## src/rtl/dmem_defines.svh

```systemverilog
// Global sizes for the strided data memory.
// The word address width must cover the depth exactly, so address
// arithmetic wraps at the end of the array without extra logic.
// The APB address is a byte address over eight 32-bit registers.

`ifndef DMEM_DEFINES_SVH
`define DMEM_DEFINES_SVH

//////////////////////////////////////////////////
// Memory geometry
//////////////////////////////////////////////////

`define DMEM_ADDR_WIDTH		8		// Word address bits
`define DMEM_DATA_WIDTH		32		// Bits per word
`define DMEM_DEPTH			256		// Words, equals 2**DMEM_ADDR_WIDTH

//////////////////////////////////////////////////
// Configuration port
//////////////////////////////////////////////////

`define DMEM_APB_ADDR_WIDTH	5		// Byte offsets 0x00..0x1F

`endif

```

## src/rtl/dmem_pkg.sv

```systemverilog
// Types shared by the strided data memory.
// Stride and length share the address width, so a stride is added
// modulo the memory depth and a length of zero means no access.

`include "dmem_defines.svh"

package dmem_pkg;

	//////////////////////////////////////////////////
	// Vector types
	//////////////////////////////////////////////////

	typedef logic [`DMEM_ADDR_WIDTH-1:0]	address_t;	// Word address
	typedef logic [`DMEM_ADDR_WIDTH-1:0]	stride_t;	// Unsigned increment
	typedef logic [`DMEM_ADDR_WIDTH-1:0]	length_t;	// Word count
	typedef logic [`DMEM_DATA_WIDTH-1:0]	data_t;		// Memory word

	//////////////////////////////////////////////////
	// Address generator state
	//////////////////////////////////////////////////

	typedef enum logic {
		AGU_IDLE,	// Waiting for start
		AGU_RUN		// Walking the descriptor
	} agu_state_t;

endpackage

```

## src/rtl/dmem_if.sv

```systemverilog
// Per-channel links inside the data memory.
// The descriptor link carries the programmed access and busy back to
// the decoder. The access link carries one address per cycle from an
// address generator to the bank, with hold as back-pressure.

`timescale 1ns/100ps

//////////////////////////////////////////////////
// Descriptor: decoder to address generator
//////////////////////////////////////////////////

interface dmem_desc_if
	import dmem_pkg::*;
();
	logic		start;		// One-cycle start pulse
	address_t	base;		// First word address
	length_t	length;		// Words to access
	stride_t	stride;		// Address increment
	logic		busy;		// Channel running

	modport cfg (output start, base, length, stride, input busy);
	modport agu (input start, base, length, stride, output busy);
endinterface

//////////////////////////////////////////////////
// Access: address generator to bank
//////////////////////////////////////////////////

interface dmem_access_if
	import dmem_pkg::*;
();
	logic		en;			// Access addr this cycle
	address_t	addr;		// Current word address
	logic		last;		// Final word of descriptor
	logic		hold;		// Stream not ready, freeze

	modport agu (output en, addr, last, input hold);
	modport bank (input en, addr, last, output hold);
endinterface

```

## src/rtl/dmem_agu.sv

```systemverilog
// Strided address generator for one channel.
// Base, stride and length are captured on start; later descriptor
// writes do not affect a running access. The address wraps at the
// end of the memory. Zero lengths and starts while running are
// dropped by the decoder before they reach this block.

`timescale 1ns/100ps

module dmem_agu
	import dmem_pkg::*;
(
	input	logic		clock,
	input	logic		reset,
	dmem_desc_if.agu	desc,
	dmem_access_if.agu	acc
);

	agu_state_t	state;
	address_t	addr_q;			// Current address
	stride_t	stride_q;		// Captured stride
	length_t	remain_q;		// Words left, including current
	logic		running;
	logic		step;			// Address consumed this cycle
	logic		last_word;

	assign running		= (state == AGU_RUN);
	assign step			= running & ~acc.hold;
	assign last_word	= running & (remain_q == length_t'(1));

	//////////////////////////////////////////////////
	// Control FSM
	//////////////////////////////////////////////////

	always_ff @(posedge clock) begin
		if (reset) begin
			state	<= AGU_IDLE;
		end else begin
			case (state)
				AGU_IDLE: begin
					if (desc.start) begin
						state	<= AGU_RUN;
					end
				end
				AGU_RUN: begin
					if (step && last_word) begin
						state	<= AGU_IDLE;	// Busy drops with the last access
					end
				end
				default: state	<= AGU_IDLE;
			endcase
		end
	end

	//////////////////////////////////////////////////
	// Address and count
	//////////////////////////////////////////////////

	always_ff @(posedge clock) begin
		if (reset) begin
			addr_q		<= '0;
			stride_q	<= '0;
			remain_q	<= '0;
		end else if (desc.start) begin
			addr_q		<= desc.base;
			stride_q	<= desc.stride;
			remain_q	<= desc.length;
		end else if (step) begin
			addr_q		<= addr_q + stride_q;	// Wraps modulo depth
			remain_q	<= remain_q - length_t'(1);
		end
	end

	assign desc.busy	= running;

	assign acc.en		= step;
	assign acc.addr		= addr_q;
	assign acc.last		= last_word;

endmodule

```

## src/flat_wrapper.sv

```systemverilog
// flat-port wrapper written by rule: the top's interface ports become plain ports
module dmem_agu_flat import dmem_pkg::*;
  (clock, reset, desc_start, desc_base, desc_length, desc_stride, desc_busy, acc_en, acc_addr, acc_last, acc_hold);
  dmem_desc_if desc_i ();
  dmem_access_if acc_i ();
  input	logic clock;
  input	logic reset;
  input wire logic [$bits(desc_i.start)-1:0] desc_start;
  input wire logic [$bits(desc_i.base)-1:0] desc_base;
  input wire logic [$bits(desc_i.length)-1:0] desc_length;
  input wire logic [$bits(desc_i.stride)-1:0] desc_stride;
  output wire logic [$bits(desc_i.busy)-1:0] desc_busy;
  output wire logic [$bits(acc_i.en)-1:0] acc_en;
  output wire logic [$bits(acc_i.addr)-1:0] acc_addr;
  output wire logic [$bits(acc_i.last)-1:0] acc_last;
  input wire logic [$bits(acc_i.hold)-1:0] acc_hold;
  assign desc_i.start = desc_start;
  assign desc_i.base = desc_base;
  assign desc_i.length = desc_length;
  assign desc_i.stride = desc_stride;
  assign desc_busy = desc_i.busy;
  assign acc_en = acc_i.en;
  assign acc_addr = acc_i.addr;
  assign acc_last = acc_i.last;
  assign acc_i.hold = acc_hold;
  dmem_agu u_core (.clock(clock), .reset(reset), .desc(desc_i), .acc(acc_i));
endmodule
```

## config.mk

```make
export PLATFORM = sky130hd
export DESIGN_NAME = dmem_agu_flat
export DESIGN_NICKNAME = d
export VERILOG_FILES = /design/src/rtl/dmem_pkg.sv /design/src/rtl/dmem_if.sv /design/src/rtl/dmem_agu.sv /design/src/flat_wrapper.sv
export VERILOG_INCLUDE_DIRS = /design/src /design/src/rtl
export SDC_FILE = /design/constraint.sdc
export NUM_CORES = 1
export LEC_CHECK = 0
export ABC_AREA = 0
export BUFFER_PORTS_ARGS = -buffer_cell sky130_fd_sc_hd__buf_2
export CAP_MARGIN = 20
export CORE_MARGIN = 4
export CORE_UTILIZATION = 45
export DETAILED_ROUTE_END_ITERATION = 6
export PLACE_DENSITY = 0.7
export REMOVE_ABC_BUFFERS = 1
export SETUP_SLACK_MARGIN = 0.5
export SYNTH_ARGS = -nofsm -noshare
export SYNTH_HDL_FRONTEND = slang
export SYNTH_SLANG_ARGS = --single-unit
```

## constraint.sdc

```tcl
create_clock -name clock -period 2.6 [get_ports clock]
set_input_delay 0.26 -clock clock [delete_from_list [all_inputs] [get_ports clock]]
set_output_delay 0.26 -clock clock [all_outputs]
set_load 0.02 [all_outputs]
```

==> results of run 1 <==
## final cells by class
cell class / instances / area [um2]
tap: 44 / 55.1
sequential: 25 / 502
inverter: 11 / 41.3
multi-input combinational: 129 / 901
clock buffer: 3 / 22.5
timing repair buffer: 39 / 198
clock inverter: 1 / 5.00
fill: 304 / 1380
## path summary, 6_finish.rpt
| kind | to | slack (ns) | depth (start not counted) |
|---|---|---|---|
| worst max-delay path | acc_last | 0.60 | 4 |
| worst min-delay path | u_core.acc.addr[0] | 0.16 | 3 |
| worst max register to register | u_core.acc.addr[7] | 0.63 | 6 |
| worst min register to register | u_core.stride_q[3] | 0.52 | 2 |
## synth_stat cells, drive strengths merged
cell type  count
ha             9
a311oi         2
nand2         13
nand4          2
or3            3
clkbuf         6
and3           1
o2bb2ai        1
xor2           3
o211ai         1
o21ai          5
nor2          22
fa             1
nor3           5
inv           11
and4b          2
o2111ai        1
or4            2
dfxtp         25
nand2b         1
mux2i         11
xnor2          6
a2111oi        1
o21a           4
nor4           2
and4           1
a21o           2
a31oi          1
nor2b          4
a211oi         3
and2           1
buf            4
a21oi         17
a221oi         2
## worst max-delay path: cells and delay by family (launching register included)
| family | cells | cell delay [ns] |
|---|---|---|
| buf+inv | 1 | 0.16 |
| flops | 1 | 0.37 |
| simple gates | 3 | 0.89 |
## metal layers
metal	routed length (um)	vias to the layer above	global-route usage
met1	1490	584	0.199
li1	-	679	-
met3	166	2	0.0308
met5	0	-	0
met2	1440	25	0.262
met4	19	0	0.0466
## power by group
part	total (mW)	switching, mW	internal, mW
sequential	0.433	0.0230	0.410
combinational	0.197	0.108	0.0891
clock	0.178	0.120	0.0576
## repair_timing
| item | in CTS | in global routing |
|---|---|---|
| setup endpoints to repair | 0 | 2 |
| buffers inserted | 0 | 0 |
| gates resized for setup | 0 | 3 |
## logic make-up after synthesis
family / count (synthesis) / synth area share
flops: 25 / 0.339
xor+xnor: 9 / 0.0533
buf+inv: 21 / 0.0567
mux: 11 / 0.0745
compound gates: 40 / 0.179
simple gates: 59 / 0.208
fa+ha+maj: 10 / 0.0898
## placed cells by master (no fill, tap or decap), types with 2 or more instances in the layout
| cell type | netlist | layout |
|---|---|---|
| o21ai_0 | 3 | 3 |
| nor2_1 | 21 | 21 |
| a311oi_1 | 2 | 2 |
| xnor2_1 | 6 | 6 |
| a211oi_1 | 2 | 2 |
| a221oi_1 | 2 | 2 |
| nand2_1 | 13 | 13 |
| mux2i_1 | 11 | 11 |
| nor3_1 | 4 | 4 |
| clkbuf_4 | 0 | 3 |
| buf_2 | 4 | 38 |
| nor2b_1 | 4 | 4 |
| a21o_1 | 2 | 2 |
| a21oi_1 | 17 | 17 |
| inv_1 | 10 | 10 |
| o21a_1 | 4 | 4 |
| o21ai_1 | 2 | 2 |
| dfxtp_1 | 25 | 24 |
| nand4_1 | 2 | 2 |
| or3_1 | 3 | 3 |
| and4b_1 | 2 | 2 |
| xor2_1 | 3 | 3 |
| ha_1 | 9 | 9 |
## stage by stage
step / area (um2) / worst slack (ns)
2_1_floorplan: 1440 / 0.643
3_3_place_gp: 1690 / 0.689
3_5_place_dp: 1690 / 0.656
4_1_cts: 1720 / 0.554
5_1_grt: 1720 / 0.520
6_report: 1720 / 0.596
## flip-flops by register name (all words and copies together), names as in the netlist
signal,count
u_core.stride_q,8
u_core.remain_q,8
u_core.acc.addr,8
u_core.desc.busy,1
==> results.py, run 1 <==
metrics = {
    "floorplan": {
        "die_h_um": 65.3,
        "start_util": 0.476,
        "core_area_um2": 3100,
        "rows": 20,
        "die-area_um2": 4260,
        "io_pins": 39,
        "die_width_um": 65.3,
    },
    "synthesis": {
        "synth-seq-area-share": 0.339,
        "yosys_warnings": 0,
        "yosys.area.top_type_share": 0.339,
        "yosys.area.top_type": "dfxtp_1",
        "ys_ff_latch": 25,
        "yosys-top-cells-area": "dfxtp_1, ha_1, mux2i_1",
        "syn_area_per_cell_um2": 8.44,
        "netlist_instances": 175,
        "synth.distinct_cells": 41,
        "syn_area_um2": 1480,
    },
    "cts": {
        "insertion_delay_ns": 0.32,
        "cts_root_buf": "clkbuf_4",
        "cts_hold_buffers": 0,
        "numCtsBuffers": 3,
        "htreeDepth": 1,
        "clk_pin_slew_ns": 0.15,
        "numClockSinks": 25,
        "clockBufferDepth": 2,
        "cts_tree": "yes",
    },
    "global_route": {
        "track_usage": 0.155,
        "grt_max_degree": 32,
        "grt_pass1_vias": 1260,
        "antenna_found_initial": 0,
        "grt_overflow": 0,
        "grt_pass1_wl_um": 5330,
    },
    "place": {
        "gp_congestion": 0.783,
        "port_buffers": 38,
        "dp_hpwl_um": 2320,
        "place_inst": 248,
    },
    "detailed_routing": {
        "drt-vias-per-instance": 5.12,
        "postRouteAntennaNets": 0,
        "wl_per_cell_um": 12.4,
        "vias": 1290,
        "drc": 0,
        "dr.pass1.iters": 4,
        "wl_um": 3120,
        "drt_iter0_drc": 47,
    },
    "min_path": {
        "min_from": "desc_base[0]",
        "min_path_type": "input pin to flip-flop",
    },
    "final_layout": {
        "layout-drive-gt1-share": 0.255,
        "area_delta_synth_final_pct": 16.7,
        "utilization": 0.556,
        "n_antenna_cell": 0,
        "layout.cells.non_filler": 252,
        "fin_nets": 247,
    },
    "timing": {
        "rsz0062_at_grt": "no",
        "finClkSkew_ns": 0.0102,
        "setup_tns_ns": 0,
        "whs_ns": 0.159,
        "slew_headroom": 0.572,
        "worst_slew_pin_slew_ns": 0.642,
        "setup_viol": 0,
        "period_needed_ns": 2.00,
        "hold_viol": 0,
        "finalMaxSlewViolations": 0,
        "timing.final.crit_share": 0.771,
        "clock.fmax_ghz": 0.499,
    },
    "critical_path": {
        "worstPathCellList": "or4_4 > nor2_4 > and4b_1 > buf_2",
        "crit_start": "u_core.remain_q[2]",
        "arrival_ns": 1.74,
        "endpoint_kind": "output port",
        "worstReg2RegStart": "u_core.acc.addr[1]",
        "critPathMaxStageDelay_ns": 0.56,
        "crit_type": "flip-flop to output port",
        "start_kind": "flip-flop",
        "slowest_stage": "or4_4",
        "critPathMaxFanout": 5,
        "crit_required_ns": 2.34,
    },
    "run_status": {
        "status": "finished clean",
    },
    "pwr": {
        "power_mw": 0.808,
        "powerDensity_nw_per_um2": 469,
        "p_leak_nw": 0.808,
        "irDropWorstVdd_uv": 245,
    },
    "job": {
        "maxCapViolations": 0,
    },
}
No activity file was read; power rests on OpenSTA's default activity.
==> run 2, diff against run 1 <==
- PLACE_DENSITY: 0.7 -> 0.73
- clock period: 2.6 -> 1.62 ns (I/O delays scaled with it)
==> run 2 against run 1 <==
The flow now finishes with violations (setup timing). First-iteration DRC count increased by 36%. Global-route usage increased by 5.5 points. Total power increased by 98%. Largest power group unchanged. Critical endpoint unchanged. Final cell count increased by 19%. Worst setup slack got worse by 0.82 ns. Clock power increased by 70%. Clock skew decreased by 0.0074 ns. Utilization increased by 25 points. Critical path type unchanged. Routed wire length increased by 51%.
==> results.py, run 2 (same netlist as run 1, synthesis figures left out) <==
metrics = {
    "global_route": {
        "grt_max_degree": 27,
        "track_usage": 0.210,
        "grt_overflow": 0,
        "grt_pass1_wl_um": 7020,
        "grt_pass1_vias": 1509,
        "antenna_found_initial": 0,
    },
    "critical_path": {
        "slowest_stage": "or4_4",
        "arrival_ns": 1.69,
        "crit_required_ns": 1.46,
        "r2r_slack_ns": -0.19,
        "worstReg2RegStart": "u_core.acc.addr[1]",
        "start_kind": "flip-flop",
        "worstPathCellList": "or4_4 > nor2_4 > and4b_1 > buf_6",
        "reg2regPathDepth": 8,
        "endpoint_kind": "output port",
        "critPathMaxFanout": 2,
        "reg2reg_to": "u_core.acc.addr[4]",
        "crit_type": "flip-flop to output port",
        "critPathMaxStageDelay_ns": 0.56,
    },
    "pwr": {
        "pwr-share-clk": 0.188,
        "switching_share": 0.326,
        "p_comb_frac": 0.370,
        "power.switching_mw": 0.522,
        "power_frac_seq": 0.441,
        "powerDensity_nw_per_um2": 641,
        "internal_power_mw": 1.08,
        "p_leak_nw": 1.11,
        "irDropWorstVdd_uv": 639,
    },
    "timing": {
        "setup_viol": 6,
        "timing.final.crit_share": 1.14,
        "hold_viol": 0,
        "rsz0062_at_grt": "yes",
        "slew_headroom": 0.653,
        "whs_ns": 0.0445,
        "finalMaxSlewViolations": 0,
        "finClkSkew_ns": 0.00285,
        "period_needed_ns": 1.85,
        "worst_slew_pin_slew_ns": 0.521,
        "clock.fmax_ghz": 0.541,
        "setup_slack_ns": -0.229,
    },
    "floorplan": {
        "start_util": 0.476,
        "die_width_um": 65.3,
        "io_pins": 39,
        "core_area_um2": 3100,
        "rows": 20,
        "die_h_um": 65.3,
        "die-area_um2": 4260,
    },
    "detailed_routing": {
        "postRouteAntennaNets": 0,
        "drt-vias-per-instance": 5.18,
        "wl_um": 4730,
        "drt_iter0_drc": 64,
        "wl_per_cell_um": 15.8,
        "drc": 0,
        "vias": 1554,
        "dr.pass1.iters": 4,
    },
    "place": {
        "place_inst": 276,
        "place_ws_ns": -0.248,
        "place_area_um2": 1900,
        "port_buffers": 38,
        "gp_congestion": 0.778,
        "dp_hpwl_um": 2680,
    },
    "final_layout": {
        "postLayoutCellArea_um2": 2500,
        "final_common_cell": "buf_6",
        "mostFrequentLayoutCells": "buf_6, buf_2, buf_4, nor2_1",
        "area_delta_synth_final_pct": 69.0,
        "n_antenna_cell": 0,
        "layout-drive-gt1-share": 0.590,
        "layout.cells.non_filler": 300,
        "fin_nets": 295,
    },
    "min_path": {
        "hold_end": "u_core.acc.addr[2]",
        "min_from": "desc_base[2]",
        "min_path_type": "input pin to flip-flop",
        "worstHoldPathCells": 3,
    },
    "job": {
        "maxCapViolations": 0,
    },
    "cts": {
        "numClockSinks": 25,
        "clockBufferDepth": 2,
        "cts_hold_buffers": 0,
        "htreeDepth": 1,
        "numCtsBuffers": 3,
        "clk_pin_slew_ns": 0.14,
        "insertion_delay_ns": 0.33,
        "cts_root_buf": "clkbuf_4",
        "cts_tree": "yes",
    },
    "run_status": {
        "status": "finished, violations left",
        "violations": "setup timing",
    },
}
run 2: repair_timing:
| item | CTS | global route |
|---|---|---|
| setup buffers | 14 | 6 |
| endpoints found under the setup margin | 25 | 27 |
| resized for setup | 82 | 31 |
| pin swaps | 21 | 19 |
run 2: area by class of cell:
type | instances | area [um2]
multi-input cells | 129 | 1130
repair buffers | 87 | 699
fillers | 214 | 606
flip-flops and latches | 25 | 533
well taps | 44 | 55.1
inverters | 11 | 51.3
clock buffers | 4 | 26.3
run 2: power groups by stage:
stage               clock [mW]  combinational, mW  sequential, mW
floorplan                    0              0.188           0.719
global placement             0              0.386           0.698
detailed placement           0              0.394           0.699
CTS                      0.305              0.525           0.702
global route             0.331              0.643           0.710
finish                   0.302              0.592           0.706
run 2: worst max path at each step:
stage / start / to / slack [ns] / cells after the start
2_1_floorplan: u_core.acc.addr[1] / u_core.acc.addr[7] / -0.34 / 6
3_3_place_gp: u_core.acc.addr[1] / u_core.acc.addr[7] / -0.21 / 6
3_5_place_dp: u_core.acc.addr[0] / u_core.acc.addr[4] / -0.25 / 8
4_1_cts: u_core.remain_q[2] / acc_last / -0.21 / 4
5_1_grt: u_core.remain_q[2] / acc_last / -0.28 / 4
6_report: u_core.remain_q[2] / acc_last / -0.23 / 4
run 2: through the flow:
stage                      util  TNS (ns)  power, mW
after floorplan               -    -0.798      0.908
after global placement    0.612    -0.505       1.08
after detailed placement  0.612    -0.762       1.09
after CTS                 0.753    -0.522       1.53
after global routing      0.805     -1.30       1.68
final                     0.805    -0.740       1.60
run 2: layer usage:
| layer | share of wire | track usage |
|---|---|---|
| met5 | 0 | 0 |
| met1 | 0.42 | 0.248 |
| met3 | 0.048 | 0.0479 |
| met4 | 0.016 | 0.0233 |
| met2 | 0.52 | 0.396 |
run 2: worst max-delay path: cells and delay by family (launching register included):
kind	cells	cell delay, ns
and+or+nand+nor	3	0.89
DFF	1	0.35
buffers and inverters	1	0.13
