## src/rtl/dmem_defines.svh

```systemverilog
// Global sizes for the strided data memory.
// The word address width must cover the depth exactly, so address
// arithmetic wraps at the end of the array without extra logic.
// The APB address is a byte address over eight 32-bit registers.

`ifndef DMEM_DEFINES_SVH
`define DMEM_DEFINES_SVH

//////////////////////////////////////////////////
// Memory geometry
//////////////////////////////////////////////////

`define DMEM_ADDR_WIDTH		8		// Word address bits
`define DMEM_DATA_WIDTH		32		// Bits per word
`define DMEM_DEPTH			256		// Words, equals 2**DMEM_ADDR_WIDTH

//////////////////////////////////////////////////
// Configuration port
//////////////////////////////////////////////////

`define DMEM_APB_ADDR_WIDTH	5		// Byte offsets 0x00..0x1F

`endif

```

## src/rtl/dmem_pkg.sv

```systemverilog
// Types shared by the strided data memory.
// Stride and length share the address width, so a stride is added
// modulo the memory depth and a length of zero means no access.

`include "dmem_defines.svh"

package dmem_pkg;

	//////////////////////////////////////////////////
	// Vector types
	//////////////////////////////////////////////////

	typedef logic [`DMEM_ADDR_WIDTH-1:0]	address_t;	// Word address
	typedef logic [`DMEM_ADDR_WIDTH-1:0]	stride_t;	// Unsigned increment
	typedef logic [`DMEM_ADDR_WIDTH-1:0]	length_t;	// Word count
	typedef logic [`DMEM_DATA_WIDTH-1:0]	data_t;		// Memory word

	//////////////////////////////////////////////////
	// Address generator state
	//////////////////////////////////////////////////

	typedef enum logic {
		AGU_IDLE,	// Waiting for start
		AGU_RUN		// Walking the descriptor
	} agu_state_t;

endpackage

```

## src/rtl/dmem_if.sv

```systemverilog
// Per-channel links inside the data memory.
// The descriptor link carries the programmed access and busy back to
// the decoder. The access link carries one address per cycle from an
// address generator to the bank, with hold as back-pressure.

`timescale 1ns/100ps

//////////////////////////////////////////////////
// Descriptor: decoder to address generator
//////////////////////////////////////////////////

interface dmem_desc_if
	import dmem_pkg::*;
();
	logic		start;		// One-cycle start pulse
	address_t	base;		// First word address
	length_t	length;		// Words to access
	stride_t	stride;		// Address increment
	logic		busy;		// Channel running

	modport cfg (output start, base, length, stride, input busy);
	modport agu (input start, base, length, stride, output busy);
endinterface


```

## src/rtl/dmem_cfg_decode.sv

```systemverilog
// APB register file for the two access descriptors.
// Zero wait states; pready is tied high. Only misaligned offsets are
// unmapped and raise pslverr. Writes to the status register are ignored.
// A start request while the channel is busy, or with length zero,
// is dropped. The start pulse comes one cycle after the control write.

`timescale 1ns/100ps

`include "dmem_defines.svh"

module dmem_cfg_decode
	import dmem_pkg::*;
(
	input	logic							clock,
	input	logic							reset,
	input	logic							psel,
	input	logic							penable,
	input	logic							pwrite,
	input	logic [`DMEM_APB_ADDR_WIDTH-1:0]	paddr,
	input	data_t							pwdata,
	output	data_t							prdata,
	output	logic							pready,
	output	logic							pslverr,
	dmem_desc_if.cfg						st_desc,
	dmem_desc_if.cfg						ld_desc
);

	// Word index of each register
	localparam logic [2:0] REG_ST_BASE		= 3'd0;
	localparam logic [2:0] REG_ST_LENGTH	= 3'd1;
	localparam logic [2:0] REG_ST_STRIDE	= 3'd2;
	localparam logic [2:0] REG_LD_BASE		= 3'd3;
	localparam logic [2:0] REG_LD_LENGTH	= 3'd4;
	localparam logic [2:0] REG_LD_STRIDE	= 3'd5;
	localparam logic [2:0] REG_CONTROL		= 3'd6;
	localparam logic [2:0] REG_STATUS		= 3'd7;

	logic		access;			// APB access phase
	logic		mapped;			// Offset is word aligned
	logic		wr_en;
	logic		ctrl_wr;
	logic [2:0]	reg_index;

	address_t	st_base;
	length_t	st_length;
	stride_t	st_stride;
	address_t	ld_base;
	length_t	ld_length;
	stride_t	ld_stride;
	logic		st_start;
	logic		ld_start;

	assign access		= psel & penable;
	assign reg_index	= paddr[4:2];
	assign mapped		= (paddr[1:0] == 2'b00);
	assign wr_en		= access & pwrite & mapped;
	assign ctrl_wr		= wr_en & (reg_index == REG_CONTROL);

	assign pready		= 1'b1;
	assign pslverr		= access & ~mapped;

	//////////////////////////////////////////////////
	// Descriptor registers
	//////////////////////////////////////////////////

	always_ff @(posedge clock) begin
		if (reset) begin
			st_base		<= '0;
			st_length	<= '0;
			st_stride	<= '0;
			ld_base		<= '0;
			ld_length	<= '0;
			ld_stride	<= '0;
		end else if (wr_en) begin
			case (reg_index)
				REG_ST_BASE:	st_base		<= pwdata[`DMEM_ADDR_WIDTH-1:0];
				REG_ST_LENGTH:	st_length	<= pwdata[`DMEM_ADDR_WIDTH-1:0];
				REG_ST_STRIDE:	st_stride	<= pwdata[`DMEM_ADDR_WIDTH-1:0];
				REG_LD_BASE:	ld_base		<= pwdata[`DMEM_ADDR_WIDTH-1:0];
				REG_LD_LENGTH:	ld_length	<= pwdata[`DMEM_ADDR_WIDTH-1:0];
				REG_LD_STRIDE:	ld_stride	<= pwdata[`DMEM_ADDR_WIDTH-1:0];
				default:		;			// Control and status hold no data
			endcase
		end
	end

	// Start pulses, gated by busy and a non-zero length
	always_ff @(posedge clock) begin
		if (reset) begin
			st_start	<= 1'b0;
			ld_start	<= 1'b0;
		end else begin
			st_start	<= ctrl_wr & pwdata[0] & ~st_desc.busy & (st_length != '0);
			ld_start	<= ctrl_wr & pwdata[1] & ~ld_desc.busy & (ld_length != '0);
		end
	end

	//////////////////////////////////////////////////
	// Read mux
	//////////////////////////////////////////////////

	always_comb begin
		case (reg_index)
			REG_ST_BASE:	prdata = data_t'(st_base);
			REG_ST_LENGTH:	prdata = data_t'(st_length);
			REG_ST_STRIDE:	prdata = data_t'(st_stride);
			REG_LD_BASE:	prdata = data_t'(ld_base);
			REG_LD_LENGTH:	prdata = data_t'(ld_length);
			REG_LD_STRIDE:	prdata = data_t'(ld_stride);
			REG_STATUS:		prdata = data_t'({ld_desc.busy, st_desc.busy});
			default:		prdata = '0;	// Control is write only
		endcase
	end

	assign st_desc.start	= st_start;
	assign st_desc.base		= st_base;
	assign st_desc.length	= st_length;
	assign st_desc.stride	= st_stride;

	assign ld_desc.start	= ld_start;
	assign ld_desc.base		= ld_base;
	assign ld_desc.length	= ld_length;
	assign ld_desc.stride	= ld_stride;

endmodule

```

## src/flat_wrapper.sv

```systemverilog
// flat-port wrapper written by rule: the top's interface ports become plain ports
module dmem_cfg_decode_flat import dmem_pkg::*;
  (clock, reset, psel, penable, pwrite, paddr, pwdata, prdata, pready, pslverr, st_desc_start, st_desc_base, st_desc_length, st_desc_stride, st_desc_busy, ld_desc_start, ld_desc_base, ld_desc_length, ld_desc_stride, ld_desc_busy);
  dmem_desc_if st_desc_i ();
  dmem_desc_if ld_desc_i ();
  input	logic clock;
  input	logic reset;
  input	logic psel;
  input	logic penable;
  input	logic pwrite;
  input	logic [`DMEM_APB_ADDR_WIDTH-1:0] paddr;
  input	data_t pwdata;
  output	data_t prdata;
  output	logic pready;
  output	logic pslverr;
  output wire logic [$bits(st_desc_i.start)-1:0] st_desc_start;
  output wire logic [$bits(st_desc_i.base)-1:0] st_desc_base;
  output wire logic [$bits(st_desc_i.length)-1:0] st_desc_length;
  output wire logic [$bits(st_desc_i.stride)-1:0] st_desc_stride;
  input wire logic [$bits(st_desc_i.busy)-1:0] st_desc_busy;
  output wire logic [$bits(ld_desc_i.start)-1:0] ld_desc_start;
  output wire logic [$bits(ld_desc_i.base)-1:0] ld_desc_base;
  output wire logic [$bits(ld_desc_i.length)-1:0] ld_desc_length;
  output wire logic [$bits(ld_desc_i.stride)-1:0] ld_desc_stride;
  input wire logic [$bits(ld_desc_i.busy)-1:0] ld_desc_busy;
  assign st_desc_start = st_desc_i.start;
  assign st_desc_base = st_desc_i.base;
  assign st_desc_length = st_desc_i.length;
  assign st_desc_stride = st_desc_i.stride;
  assign st_desc_i.busy = st_desc_busy;
  assign ld_desc_start = ld_desc_i.start;
  assign ld_desc_base = ld_desc_i.base;
  assign ld_desc_length = ld_desc_i.length;
  assign ld_desc_stride = ld_desc_i.stride;
  assign ld_desc_i.busy = ld_desc_busy;
  dmem_cfg_decode u_core (.clock(clock), .reset(reset), .psel(psel), .penable(penable), .pwrite(pwrite), .paddr(paddr), .pwdata(pwdata), .prdata(prdata), .pready(pready), .pslverr(pslverr), .st_desc(st_desc_i), .ld_desc(ld_desc_i));
endmodule
```

## config.mk

```make
export PLATFORM = sky130hd
export DESIGN_NAME = dmem_cfg_decode_flat
export DESIGN_NICKNAME = d
export VERILOG_FILES = /design/src/rtl/dmem_pkg.sv /design/src/rtl/dmem_if.sv /design/src/rtl/dmem_cfg_decode.sv /design/src/flat_wrapper.sv
export VERILOG_INCLUDE_DIRS = /design/src /design/src/rtl
export SDC_FILE = /design/constraint.sdc
export NUM_CORES = 1
export LEC_CHECK = 0
export ABC_AREA = 1
export BUFFER_PORTS_ARGS = -buffer_cell sky130_fd_sc_hd__buf_2
export CAP_MARGIN = 20
export CORE_MARGIN = 8
export CORE_UTILIZATION = 45
export DETAILED_ROUTE_END_ITERATION = 10
export GPL_TIMING_DRIVEN = 0
export PLACE_DENSITY = 0.77
export SYNTH_ARGS = -nofsm -noshare
export SYNTH_HDL_FRONTEND = slang
export SYNTH_SLANG_ARGS = --single-unit
```

## constraint.sdc

```tcl
create_clock -name clock -period 2.1 [get_ports clock]
set_clock_uncertainty 0.2 [all_clocks]
set_input_delay 0.63 -clock clock [delete_from_list [all_inputs] [get_ports clock]]
set_output_delay 0.63 -clock clock [all_outputs]
set_load 0.02 [all_outputs]
```

==> metrics list, run 1 <==
- Share of the synthesized netlist area taken by xor and xnor gates: 0%
* Hold Path Stages: 2
- The average instance in the mapped netlist occupies ~6.3 um^2.
- Critical hold path startpoint: u_core.ld_desc.stride[6]$_SDFFE_PP0P_
- Depth of the worst register-to-register path: 4
- After detailed routing, the total wire length is 9.931 mm.
* Total global-route track usage: a little over a fifth
- Height of the die: ~95 um
- Setup total negative slack on the finished layout was measured at -2535 ps.
- The largest total area in the synthesized netlist belongs to sky130_fd_sc_hd__dfxtp_1.
- The clock reaches the later pin of the worst-skew pair after around 310 ps.
- The worst pin sits at a relative slew slack of between 60% and 70%.
- Counting flops and latches in the post-synthesis netlist gives 50.
- Post-route DRC: 0
* Final period demand of the worst path: ~2400 ps
- The worst setup path is of the primary input to output port kind.
- After detailed routing, the average wire length per cell comes to about 15 um.
- The floorplan step defined a core boundary enclosing 0.006205 mm^2.
- Mux cell area share after synthesis: 0%
- Cell-internal power: roughly 1300 uW
- Kind of path behind the tightest hold check: flop to flop
- Minimum hold slack: around 320 ps
- Setup violations remaining at the end of the flow were counted as 8.
* Fraction of the mapped netlist area in simple logic gates: 38.76%
- The detailed router finished its first iteration with between 300 and 400 violations.
* Routability Congestion: a little under 1
* Pin slew with the least headroom to its limit: around 530 ps
- In this run the worst path has a maximum fanout of 5.
* CTS tree: built
- In this run, the clock network consumes approximately 30% of the power.
- The final reports fail on negative setup slack.
* Static leakage: just under 0.002 uW
* Worst-path clk slew: 90 ps
- Once layout is done, the placed cells without fillers occupy slightly below 0.004 mm^2.
- Worst supply voltage drop on vdd: around 0.00031 V
- For hold timing, the worst endpoint is u_core.ld_desc.stride[6]$_SDFFE_PP0P_.
* Post-layout power: 1835 uW
- Setup repair after global routing missed its margin: true
- Number of vias per cell after detailed routing: 5.279
- Die W: 95.10 um
* DRT antenna net count: 0
- The routed layout has roughly 3,400 vias.
* Result of the run: finished with violations
- H-tree lvl count: 2
- Area Growth Syn to Fin: 37.02%
- Sequential fraction of the synthesis area: approximately 36%
- STA classifies the critical path endpoint as an output port.
- Of the post-synthesis cell area, the dominant cell type holds 35.56%.
* Post-Syn Instances: roughly 450
- TritonCTS Buffers: 5
* Switching part of the total: 28.91%
* Post-Place Worst Slack: -539.5 ps
* CTS hold repair buffers: 0
* Post-synthesis adder-cell area fraction: 0%
* FILL cells: between 500 and 600
* Final critical-path setup slack: -338.3 ps
- The setup check on the worst reg-to-reg path leaves a slack of roughly 1100 ps.
- The repair_antennas step left the layout with diodes totalling 0.
- Boundary Pins: about 130
- PwrDens: 475.6 mW/mm^2
* Total congestion overflow after global routing: 0
- Initial core utilization: 45.37%
- Largest net degree at the start of global routing: 14
* Die outline area: roughly 0.0090 mm^2
* Part of the total power dissipated in combinational logic: 18.0%
- CTS Root Cell: sky130_fd_sc_hd__clkbuf_8
* Deepest clock path buffer count: 2
- Counting every sink on the clock net gives 50.
- Max-cap violations: 0
- At the end of the flow, the number of nets in the layout was between 600 and 700.
- The count of endpoints failing hold in the final timing report came to 0.
* End of the worst register-to-register path: u_core.st_desc.start$_SDFF_PP0_
- Final worst-path cycle share: 116.1%
- The number of different library cells used by synthesis comes to 19.
- Based on the critical path, the design can be clocked at up to 410.1 MHz.
* Detailed-placement wirelength estimate: roughly 7.2 mm
* Worst reg2reg path startpoint: u_core.st_desc.length[3]$_SDFFE_PP0P_
- Summing the areas of all compound-gate instances in the mapped netlist gives 9.778% of the synthesized area.
- Worst path arrival time: around 1600 ps
* Port Buf Inserts: just under 80
* Initial DRT Pass Iterations: 5
- The first global-routing pass estimated about 16 mm of wire.
- Type of element launching the critical path: primary input
* Share of total power in sequential cells: a little over half
- Max Transition Viols Final: 0
* Number of antenna violations at the first check in global routing: 0
* Combinational family with the most area after synthesis: simple AND/OR/NAND/NOR gates
- Floorplan row count: 29
- Summing all placed instances gives a cell area of around 0.0035 mm^2.
- Net Sw Power: 530.4 uW
- Number of warnings issued by yosys: 0
* Top post-synthesis cells by area: sky130_fd_sc_hd__dfxtp_1 36%, sky130_fd_sc_hd__nand2_1 14%, sky130_fd_sc_hd__nand3_1 11%, sky130_fd_sc_hd__nor2_1 9.3%, sky130_fd_sc_hd__a21oi_1 8.5%
* Cell area after synthesis: roughly 0.0028 mm^2
- The number of global-route vias before repair came to roughly 3,100.
- Ratio of cells with drive above 1 in the final layout: between 30% and 40%
- For the worst setup path, the data required time is about 1300 ps.
==> registers in the layout, summed over array words and instances, names as in the netlist <==
register	flops
u_core.ld_desc.length	8
u_core.st_desc.base	8
u_core.ld_desc.stride	8
u_core.st_desc.stride	8
u_core.ld_desc.start	1
u_core.ld_desc.base	8
u_core.st_desc.length	8
u_core.st_desc.start	1
==> synthesized netlist by cell type <==
library cell	count
sky130_fd_sc_hd__buf_2	16
sky130_fd_sc_hd__clkbuf_1	5
sky130_fd_sc_hd__nor2_4	1
sky130_fd_sc_hd__nor2_2	5
sky130_fd_sc_hd__nand2_2	1
sky130_fd_sc_hd__and3_1	1
sky130_fd_sc_hd__dfxtp_1	50
sky130_fd_sc_hd__inv_2	3
sky130_fd_sc_hd__a21oi_1	48
sky130_fd_sc_hd__nor2_1	70
sky130_fd_sc_hd__buf_4	29
sky130_fd_sc_hd__buf_1	3
sky130_fd_sc_hd__inv_1	27
sky130_fd_sc_hd__nor3_1	3
sky130_fd_sc_hd__nand4_1	12
sky130_fd_sc_hd__conb_1	2
sky130_fd_sc_hd__nand2_1	102
sky130_fd_sc_hd__o21ai_0	7
sky130_fd_sc_hd__nand3_1	60
==> power groups by stage <==
stage	combinational [uW]	clock [uW]	sequential, uW
3_3_place_gp	277	0	977
2_1_floorplan	202	0	981
6_report	331	549	954
3_5_place_dp	279	0	977
4_1_cts	314	549	954
5_1_grt	353	595	955
==> routing by layer <==
| metal | track usage (%) | vias up | wire length [um] |
|---|---|---|---|
| li1 | - | 1628 | - |
| met2 | 34.41 | 207 | 4487 |
| met3 | 4.961 | 29 | 1121 |
| met4 | 9.103 | 0 | 347 |
| met1 | 28.18 | 1546 | 3976 |
| met5 | 0 | - | 0 |
==> stage by stage <==
step	util [%]	instances
after floorplan	-	468
after global placement	55.98	623
after detailed placement	55.98	623
after CTS	61.26	642
after global routing	62.17	646
final	62.17	646
==> placed cells by master, fill, tap and decap left out, drive strengths merged <==
master,Yosys,layout
o21ai,7,7
nor3,3,3
nand2,103,103
and3,1,1
inv,30,29
clkbuf,5,12
nor2,76,76
a21oi,48,48
clkinv,0,1
nand3,60,60
buf,48,142
conb,2,25
nand4,12,12
dfxtp,50,50
==> critical path, stage by stage <==
cell and delay [ps]:
sky130_fd_sc_hd__buf_12 110, sky130_fd_sc_hd__buf_8 120, sky130_fd_sc_hd__nor2_4 170, sky130_fd_sc_hd__buf_6 150, sky130_fd_sc_hd__nand3_1 90, sky130_fd_sc_hd__nand2_1 80
sky130_fd_sc_hd__nor2_1 40, sky130_fd_sc_hd__nand2_2 90, sky130_fd_sc_hd__buf_6 120
==> how the worst max path moves through the flow <==
stage / startpoint / to / slack (ps) / depth (start not counted)
final: paddr[2] / prdata[0] / -340 / 9
after global routing: paddr[2] / prdata[4] / -360 / 9
after CTS: paddr[2] / prdata[5] / -290 / 9
after detailed placement: paddr[3] / prdata[2] / -540 / 9
after global placement: paddr[3] / prdata[2] / -540 / 9
after floorplan: paddr[2] / prdata[3] / -10 / 7
==> what timing repair did <==
item | CTS | global route
cloned | 1 | 1
endpoints found under the setup margin | 8 | 8
hold endpoints to repair | 0 | 0
gates resized for setup | 50 | 8
pin swaps | 11 | 16
buffers inserted | 11 | 3
==> layout make-up <==
| class | instances | area (um^2) | area share (%) |
|---|---|---|---|
| tap | 77 | 96.34 | 2.498 |
| buffer | 53 | 376.6 | 9.763 |
| multi-input combinational | 335 | 1583 | 41.03 |
| clock buffer | 7 | 76.32 | 1.979 |
| sequential | 50 | 1001 | 25.95 |
| inverter | 30 | 127.6 | 3.308 |
| timing repair buffer | 94 | 596.8 | 15.47 |
==> logic make-up (layout without fill, tap and decap cells) <==
group                  count (synthesis)  after routing
AOI/OAI and AO/OA                     55             55
buffers and inverters                 83            184
DFF                                   50             50
other                                  2             25
and+or+nand+nor                      255            255
(Power assumes the default switching activity.)
==> run 2, diff against run 1 <==
clock period = 2.3 ns   (was 2.1 ns; I/O delays follow)
==> run 2 against run 1 <==
Effect of this change:
- largest power group unchanged
- non-clock buffer count up 1
- die area stayed put
- wire length up 1.6%
- sequential cell count unchanged
- final cell count rose by 0.31%
- count of clock-buffer cells in the layout did not move
- the run still ends with negative setup slack left
- critical path type unchanged
- clock power decreased by 3%
- highest routed layer unchanged
- sequential share of layout area shrank 0.62 points
==> metrics list, run 2 (synthesized netlist as in run 1, its figures left out) <==
- Aggregate routed wire length: 10.09 mm (+1.6%)
- Detailed-route wire length per cell: 15.57 um (+1.3%)
* Worst-path clk slew: 90 ps (about the same)
* H-tree lvl count: 2 (unchanged)
* Post-route DRC: 0 (unchanged)
- Worst path arrival time: 1650 ps (+40 ps)
- Max Transition Viols Final: 0 (unchanged)
* Count of non-filler cells in the finished layout: 648 (+0.31%)
- Cell count after placement: 623 (unchanged)
* Total area of multi-input combinational cells: 0.001635 mm^2 (+3.3%)
- Setup repair after global routing missed its margin: true
* Deepest clock path buffer count: 2 (unchanged)
* Kind of path behind the tightest hold check: flop to flop
- The count of vias placed by the detailed router came to 3,327 (-2.4%).
* Most common cell after layout, fill and taps aside: sky130_fd_sc_hd__nand2_1
* Hold violation count in the final report: 0 (unchanged)
- Based on the critical path, the design can be clocked at up to slightly below 400 MHz.
- Type of element launching the critical path: primary input
- Crit-path max FO: 5 (unchanged)
- Largest net degree at the start of global routing: 15 (+1)
* Total global-route track usage: 21.16% (-0.72 points)
- The core region area came to 0.006205 mm^2 (unchanged).
- Port Buf Inserts: 78 (unchanged)
- The worst-case setup margin in the final layout was -238.7 ps (+99.63 ps).
- The leakage power is 0.001987 uW (+1.8%).
* Routability Congestion: 0.9440 (-2.9%)
* Commonest cells after routing, fill and taps aside: 86 x sky130_fd_sc_hd__nand2_1, 78 x sky130_fd_sc_hd__buf_2, 64 x sky130_fd_sc_hd__nor2_1
- DRT iter0 DRCs: 489 (+62%)
* Final worst-path cycle share: 110.4%
- CTS tree: built
- Final Core Density: 63.68% (+1.5 points)
* Required @ worst endpoint: 1410 ps (+140 ps)
- Ant diodes: 0 (unchanged)
* Crit-path cells: buf_8, buf_6, nor2_4, buf_6, nand3_2, o21ai_2, nor2_2, nand2_2, buf_6
- The register cell area after layout is 0.001001 mm^2 (unchanged).
- Height of the die: 95.10 um (unchanged)
- Initial DRT Pass Iterations: 5 (unchanged)
- Violated checks: negative setup slack
- Initial core utilization: 45.37% (unchanged)
* Global-route wire length before repair: 15.10 mm (-2.7%)
- Total congestion overflow after global routing: 0 (unchanged)
- The measured slew at the worst slew-check pin is 500.3 ps (-33.69 ps).
* TritonCTS Buffers: 5 (unchanged)
- The share of cells above drive strength 1 is 33.98% (+1.3 points).
* Final period demand of the worst path: about 2500 ps
* Post-layout power: 1716 uW (-6.5%)
* Post-Place Worst Slack: -496.4 ps (+43.10 ps)
- The die area is 0.009043 mm^2 (unchanged).
* Worst supply voltage drop on vdd: 0.0003238 V (+3.6%)
- Critical path's most frequent cell: sky130_fd_sc_hd__buf_6
- Clock latency at the later pin of the worst-skew pair: 300 ps (about the same)
- Net count of the finished layout: 614 (+0.16%)
- Die W: 95.10 um (unchanged)
* Boundary Pins: 128 (unchanged)
- Slowest cell on crit path: sky130_fd_sc_hd__buf_6
- Result of the run: finished with violations
* FILL cells: 588 (unchanged)
* Max-cap violations: 0 (unchanged)
- Detailed-placement wirelength estimate: 7.108 mm (-1.0%)
* PwrDens: 434.2 mW/mm^2 (-8.7%)
* Vias in the first global route: 3,032 (-3.5%)
- The final setup violation count was 8 (unchanged).
- Number of antenna violations at the first check in global routing: 0 (unchanged)
- Clock tree synthesis selected as its root buffer the cell sky130_fd_sc_hd__clkbuf_8.
- Clock sink count: 50 (unchanged)
* DRT antenna net count: 0 (unchanged)
* Number of vias per cell after detailed routing: 5.134 (-2.7%)
* Headroom to the max-slew limit: 66.65% (+2.2 points)
- The worst setup path is captured at an output port.
* Critical path class: primary input to output port
- The peak per-stage delay on the critical path came to 170 ps (about the same).
* Area Growth Syn to Fin: 40.36%
- The total number of placement rows is 29 (unchanged).
run 2: cell count changes in the layout (fill, tap and decap cells not counted), moves of 2 or more:
| cell | before | now |
|---|---|---|
| sky130_fd_sc_hd__nor2_1 | 66 | 64 |
| sky130_fd_sc_hd__nand3_1 | 54 | 52 |
| sky130_fd_sc_hd__nand2_1 | 88 | 86 |
| sky130_fd_sc_hd__nand3_4 | 0 | 2 |
run 2: path summary, 6_finish.rpt:
kind | startpoint | end | slack (ps) | depth (start not counted)
max | paddr[2] | prdata[3] | -240 | 9
min | u_core.st_desc.base[2]$_SDFFE_PP0P_ | u_core.st_desc.base[2]$_SDFFE_PP0P_ | 310 | 2
max reg2reg | u_core.st_desc.length[3]$_SDFFE_PP0P_ | u_core.st_desc.start$_SDFF_PP0_ | 1200 | 4
min reg2reg | u_core.st_desc.base[2]$_SDFFE_PP0P_ | u_core.st_desc.base[2]$_SDFFE_PP0P_ | 310 | 2
run 2: power breakdown:
part	leakage (uW)	internal (uW)	switching (uW)
Sequential	0.000403	868	3.26
Combinational	0.00154	119	194
Clock	0.0000482	243	288
run 2: cell type report:
cell class | instances | share of cell area (%)
clock buffer | 7 | 2.185
sequential | 50 | 25.33
buffer | 53 | 9.436
inverter | 30 | 3.167
multi-input combinational | 335 | 41.39
tap | 77 | 2.438
clock inverter | 1 | 0.1267
timing repair buffer | 95 | 15.93
run 2: timing repair:
| action | CTS | global route |
|---|---|---|
| gates resized for setup | 73 | 9 |
| pin swaps | 14 | 9 |
| setup buffers | 10 | 4 |
| endpoints found under the setup margin | 8 | 8 |
| cloned | 2 | 1 |
| hold buffers | 0 | 0 |
run 2: critical path: cells and delay by family:
family	cells	cell delay (ps)
AND/OR/NAND/NOR	4	350
AO/OA/AOI/OAI	1	90
buffers and inverters	4	510
run 2: layer usage:
metal	wire length [um]	vias to the layer above	share of wire, %	GRT usage [%]
met1	4088	1458	41	27.54
met4	231	0	2.3	6.892
li1	-	1632	-	-
met2	4483	215	44	33.37
met3	1286	22	13	5.354
met5	0	-	0	0
run 2: per-stage QoR:
stage	hold WS [ps]	cell area (um^2)	setup TNS [ps]
5_1_grt	342.3	3951	-2125
6_report	314.3	3951	-1755
3_3_place_gp	285.4	3425	-3528
3_5_place_dp	292.7	3425	-3601
4_1_cts	316.1	3869	-1536
2_1_floorplan	384.4	2938	0
==> run 3, diff against run 2 <==
clock period = 3.1 ns   (was 2.3 ns; I/O delays follow)
==> run 3 against run 2 <==
Effect of this change:
- core utilization fell by 2.5 points
- combinational power fell by 31%
- non-clock buffer count fell by 7
- cell area fell by 4.0%
- sequential share of layout area rose by 1.0 points
- critical path depth did not move
- first-iteration DRC count fell by 28%
- worst setup slack improved by 230 ps
- wire length rose by 1.5%
- hold slack improved by 3.5 ps
- the flow still finishes with violations (negative setup slack)
- final cell count fell by 1.1%
- sequential power fell by 26%
==> metrics list, run 3 (synthesized netlist as in run 1, its figures left out) <==
* Result of the run: finished with violations
- The checks that failed: negative setup slack.
- The total number of placement rows was 29 (unchanged).
- Switching part of the total: 27.70% (-0.61 points)
* Final period demand of the worst path: between 3000 and 4000 ps
- In the layout the commonest cells are 100 x sky130_fd_sc_hd__nand2_1, 79 x sky130_fd_sc_hd__buf_2, 66 x sky130_fd_sc_hd__nor2_1.
- The largest fanout of any net on the critical path is 5 (unchanged).
- Hold Path Stages: 2 (unchanged)
* Pin slew with the least headroom to its limit: 527.0 ps (+26.69 ps)
* Hold violation count in the final report: 0 (unchanged)
* Detailed-placement wirelength estimate: 7.185 mm (+1.1%)
- Max Transition Viols Final: 0 (unchanged)
* Ratio of cells with drive above 1 in the final layout: 30.14% (-3.8 points)
* Routability Congestion: 0.9370 (-0.74%)
* Detailed-route wire length per cell: 15.98 um (+2.6%)
- The startpoint identified for the worst register-to-register timing path is u_core.st_desc.length[3]$_SDFFE_PP0P_.
- The count of vias placed by the detailed router was 3,380 (+1.6%).
- The effective utilization at floorplan was 45.37% (unchanged).
- The worst-case setup margin in the final layout is -11.89 ps (+226.8 ps).
- Kind of path behind the tightest hold check: flop to flop
- CTS Root Cell: sky130_fd_sc_hd__clkbuf_8
* Power share of the clock group: 34.0% (+3.0 points)
* Static leakage: 0.001936 uW (-2.6%)
* FILL cells: 584 (-0.68%)
- Among cell families on the critical path, the largest total delay comes from buffers and inverters.
- Minimum hold slack: 317.8 ps (+3.450 ps)
- Worst-path clk slew: 90 ps (about the same)
- Post-layout power: 1308 uW (-24%)
- The number of cells in the design after placement is 623 (unchanged).
- Height of the die: 95.10 um (unchanged)
- Depth of the worst register-to-register path: 4 (unchanged)
- Critical hold path startpoint: u_core.ld_desc.base[7]$_SDFFE_PP0P_
- The sequential cell fraction of total power came to 49.4% (-1.4 points).
* Net Sw Power: 362.3 uW (-25%)
* Setup total negative slack: -11.89 ps (+1743 ps)
- STA classifies the critical path endpoint as an output port.
- CTS hold repair buffers: 0 (unchanged)
* Die W: 95.10 um (unchanged)
- Post-route DRC: 0 (unchanged)
- The core region area came to 0.006205 mm^2 (unchanged).
* H-tree lvl count: 2 (unchanged)
- Area Growth Syn to Fin: 34.80%
* Critical path class: primary input to output port
- Critical path's most frequent cell: sky130_fd_sc_hd__buf_6
- The detailed-routing iteration count for the pre-antenna-repair pass came to 5 (unchanged).
* Min-Delay Endpoint: u_core.ld_desc.base[7]$_SDFFE_PP0P_
- Required @ worst endpoint: 1970 ps (+560 ps)
* Net count of the finished layout: 607 (-1.1%)
- The peak supply drop was 0.0002189 V (-32%).
- Worst path arrival time: 1980 ps (+330 ps)
- Count of non-filler cells in the finished layout: 641 (-1.1%)
- Clock sink count: 50 (unchanged)
- Fmax: between 300 and 400 MHz
- Type of element launching the critical path: primary input
- End of the worst register-to-register path: u_core.st_desc.start$_SDFF_PP0_
- The peak per-stage delay on the critical path was 160 ps (about the same).
- Total congestion overflow after global routing: 0 (unchanged)
- The max-slew headroom at the worst pin came to 64.87% (-1.8 points).
- The die area was 0.009043 mm^2 (unchanged).
- The via density per instance is 5.273 (+2.7%).
- # setup viols final: 1 (-7)
- Setup repair after global routing missed its margin: true
* Vias in the first global route: 2,985 (-1.6%)
- The cell-internal power came to 945.9 uW (-23%).
- Leaving out fill and tap cells, the most frequent cell in the layout is sky130_fd_sc_hd__nand2_1.
- The count of boundary I/O pins came to 128 (unchanged).
- The max-cap violation count came to 0 (unchanged).
- The antenna diode count is 0 (unchanged).
- Total global-route track usage: 20.48% (-0.69 points)
* Number of antenna violations at the first check in global routing: 0 (unchanged)
- For this design, the slowest cell found on the critical path is sky130_fd_sc_hd__nor2_4.
- The iteration-0 DRC count of the detailed router was 351 (-28%).
- Clock latency at the later pin of the worst-skew pair: 310 ps (about the same)
* CTS tree: built
* Port Buf Inserts: 78 (unchanged)
- Global-route wire length before repair: 14.64 mm (-3.0%)
* Part of the total power dissipated in combinational logic: 16.6% (-1.6 points)
* Crit-path cells: buf_12, buf_8, nor2_4, buf_6, nand3_2, o21ai_2, nor2_1, nand2_1, buf_6
- The post-placement worst setup slack was -164.5 ps (+331.9 ps).
- The total detailed-routing wirelength was 10.24 mm (+1.5%).
- The count of antenna-violating nets left after detailed routing was 0 (unchanged).
* Largest net degree at the start of global routing: 15 (unchanged)
- The sum of buffers and inverters on the critical path was 4 (unchanged).
* PwrDens: 344.7 mW/mm^2 (-21%)
- TritonCTS Buffers: 5 (unchanged)
* Deepest clock path buffer count: 2 (unchanged)
* Final worst-path cycle share: 100.4%
- Worst setup slack for register-to-register paths: 1960 ps (+760 ps)
==> run 3: cell count changes in the layout (fill, tap and decap cells not counted), sizes merged <==
| cell | previous run | this run |
|---|---|---|
| clkbuf | 12 | 13 |
| clkinv | 2 | 0 |
| inv | 29 | 30 |
| bufbuf | 1 | 0 |
| buf | 142 | 136 |
==> run 3: metrics by stage <==
step / cell area [um^2] / utilization (%)
finish: 3795 / 61.16
global route: 3795 / 61.16
CTS: 3576 / 57.63
detailed placement: 3388 / 54.61
global placement: 3388 / 54.61
floorplan: 2902 / -
==> run 3: routing by layer <==
layer | global-route usage [%] | routed length [um] | vias up | part of all wire, %
li1 | - | - | 1619 | -
met1 | 26.55 | 4168 | 1516 | 41
met2 | 32.85 | 4654 | 224 | 45
met3 | 4.488 | 1180 | 21 | 12
met4 | 6.762 | 240 | 0 | 2.3
met5 | 0 | 0 | - | 0
==> run 3: what timing repair did <==
action	in CTS	in global routing
buffers inserted	0	8
endpoints found under the hold margin	0	0
pin swaps	0	14
endpoints found under the setup margin	8	8
resized for setup	29	42
cloned	0	2
==> run 3: power groups by stage <==
stage	Combinational [uW]	Clock (uW)	Sequential [uW]
2_1_floorplan	128	0	664
4_1_cts	190	445	647
3_3_place_gp	178	0	662
6_report	217	445	647
5_1_grt	229	473	647
3_5_place_dp	180	0	662
==> run 3: cell type report <==
class	count	area (um^2)	share of cell area, %
Buffer	53	372.9	9.825
Clock buffer	8	110.1	2.901
Inverter	30	120.1	3.165
Multi-Input combinational cell	335	1568	41.31
Sequential cell	50	1001	26.38
Tap cell	77	96.34	2.539
Timing Repair Buffer	88	526.8	13.88
==> run 3: worst max path at each step <==
stage / from / endpoint / cells after the start
floorplan: paddr[3] / prdata[2] / 8
global route: paddr[2] / prdata[5] / 9
detailed placement: paddr[2] / prdata[3] / 9
finish: paddr[2] / prdata[5] / 9
global placement: paddr[3] / prdata[4] / 10
CTS: paddr[3] / prdata[7] / 10
==> run 3: worst min-delay path, cell delays in order (launching register included) <==
cell                      delay, ps
sky130_fd_sc_hd__dfxtp_1        350
sky130_fd_sc_hd__a21oi_1         50
sky130_fd_sc_hd__nor2_1          90
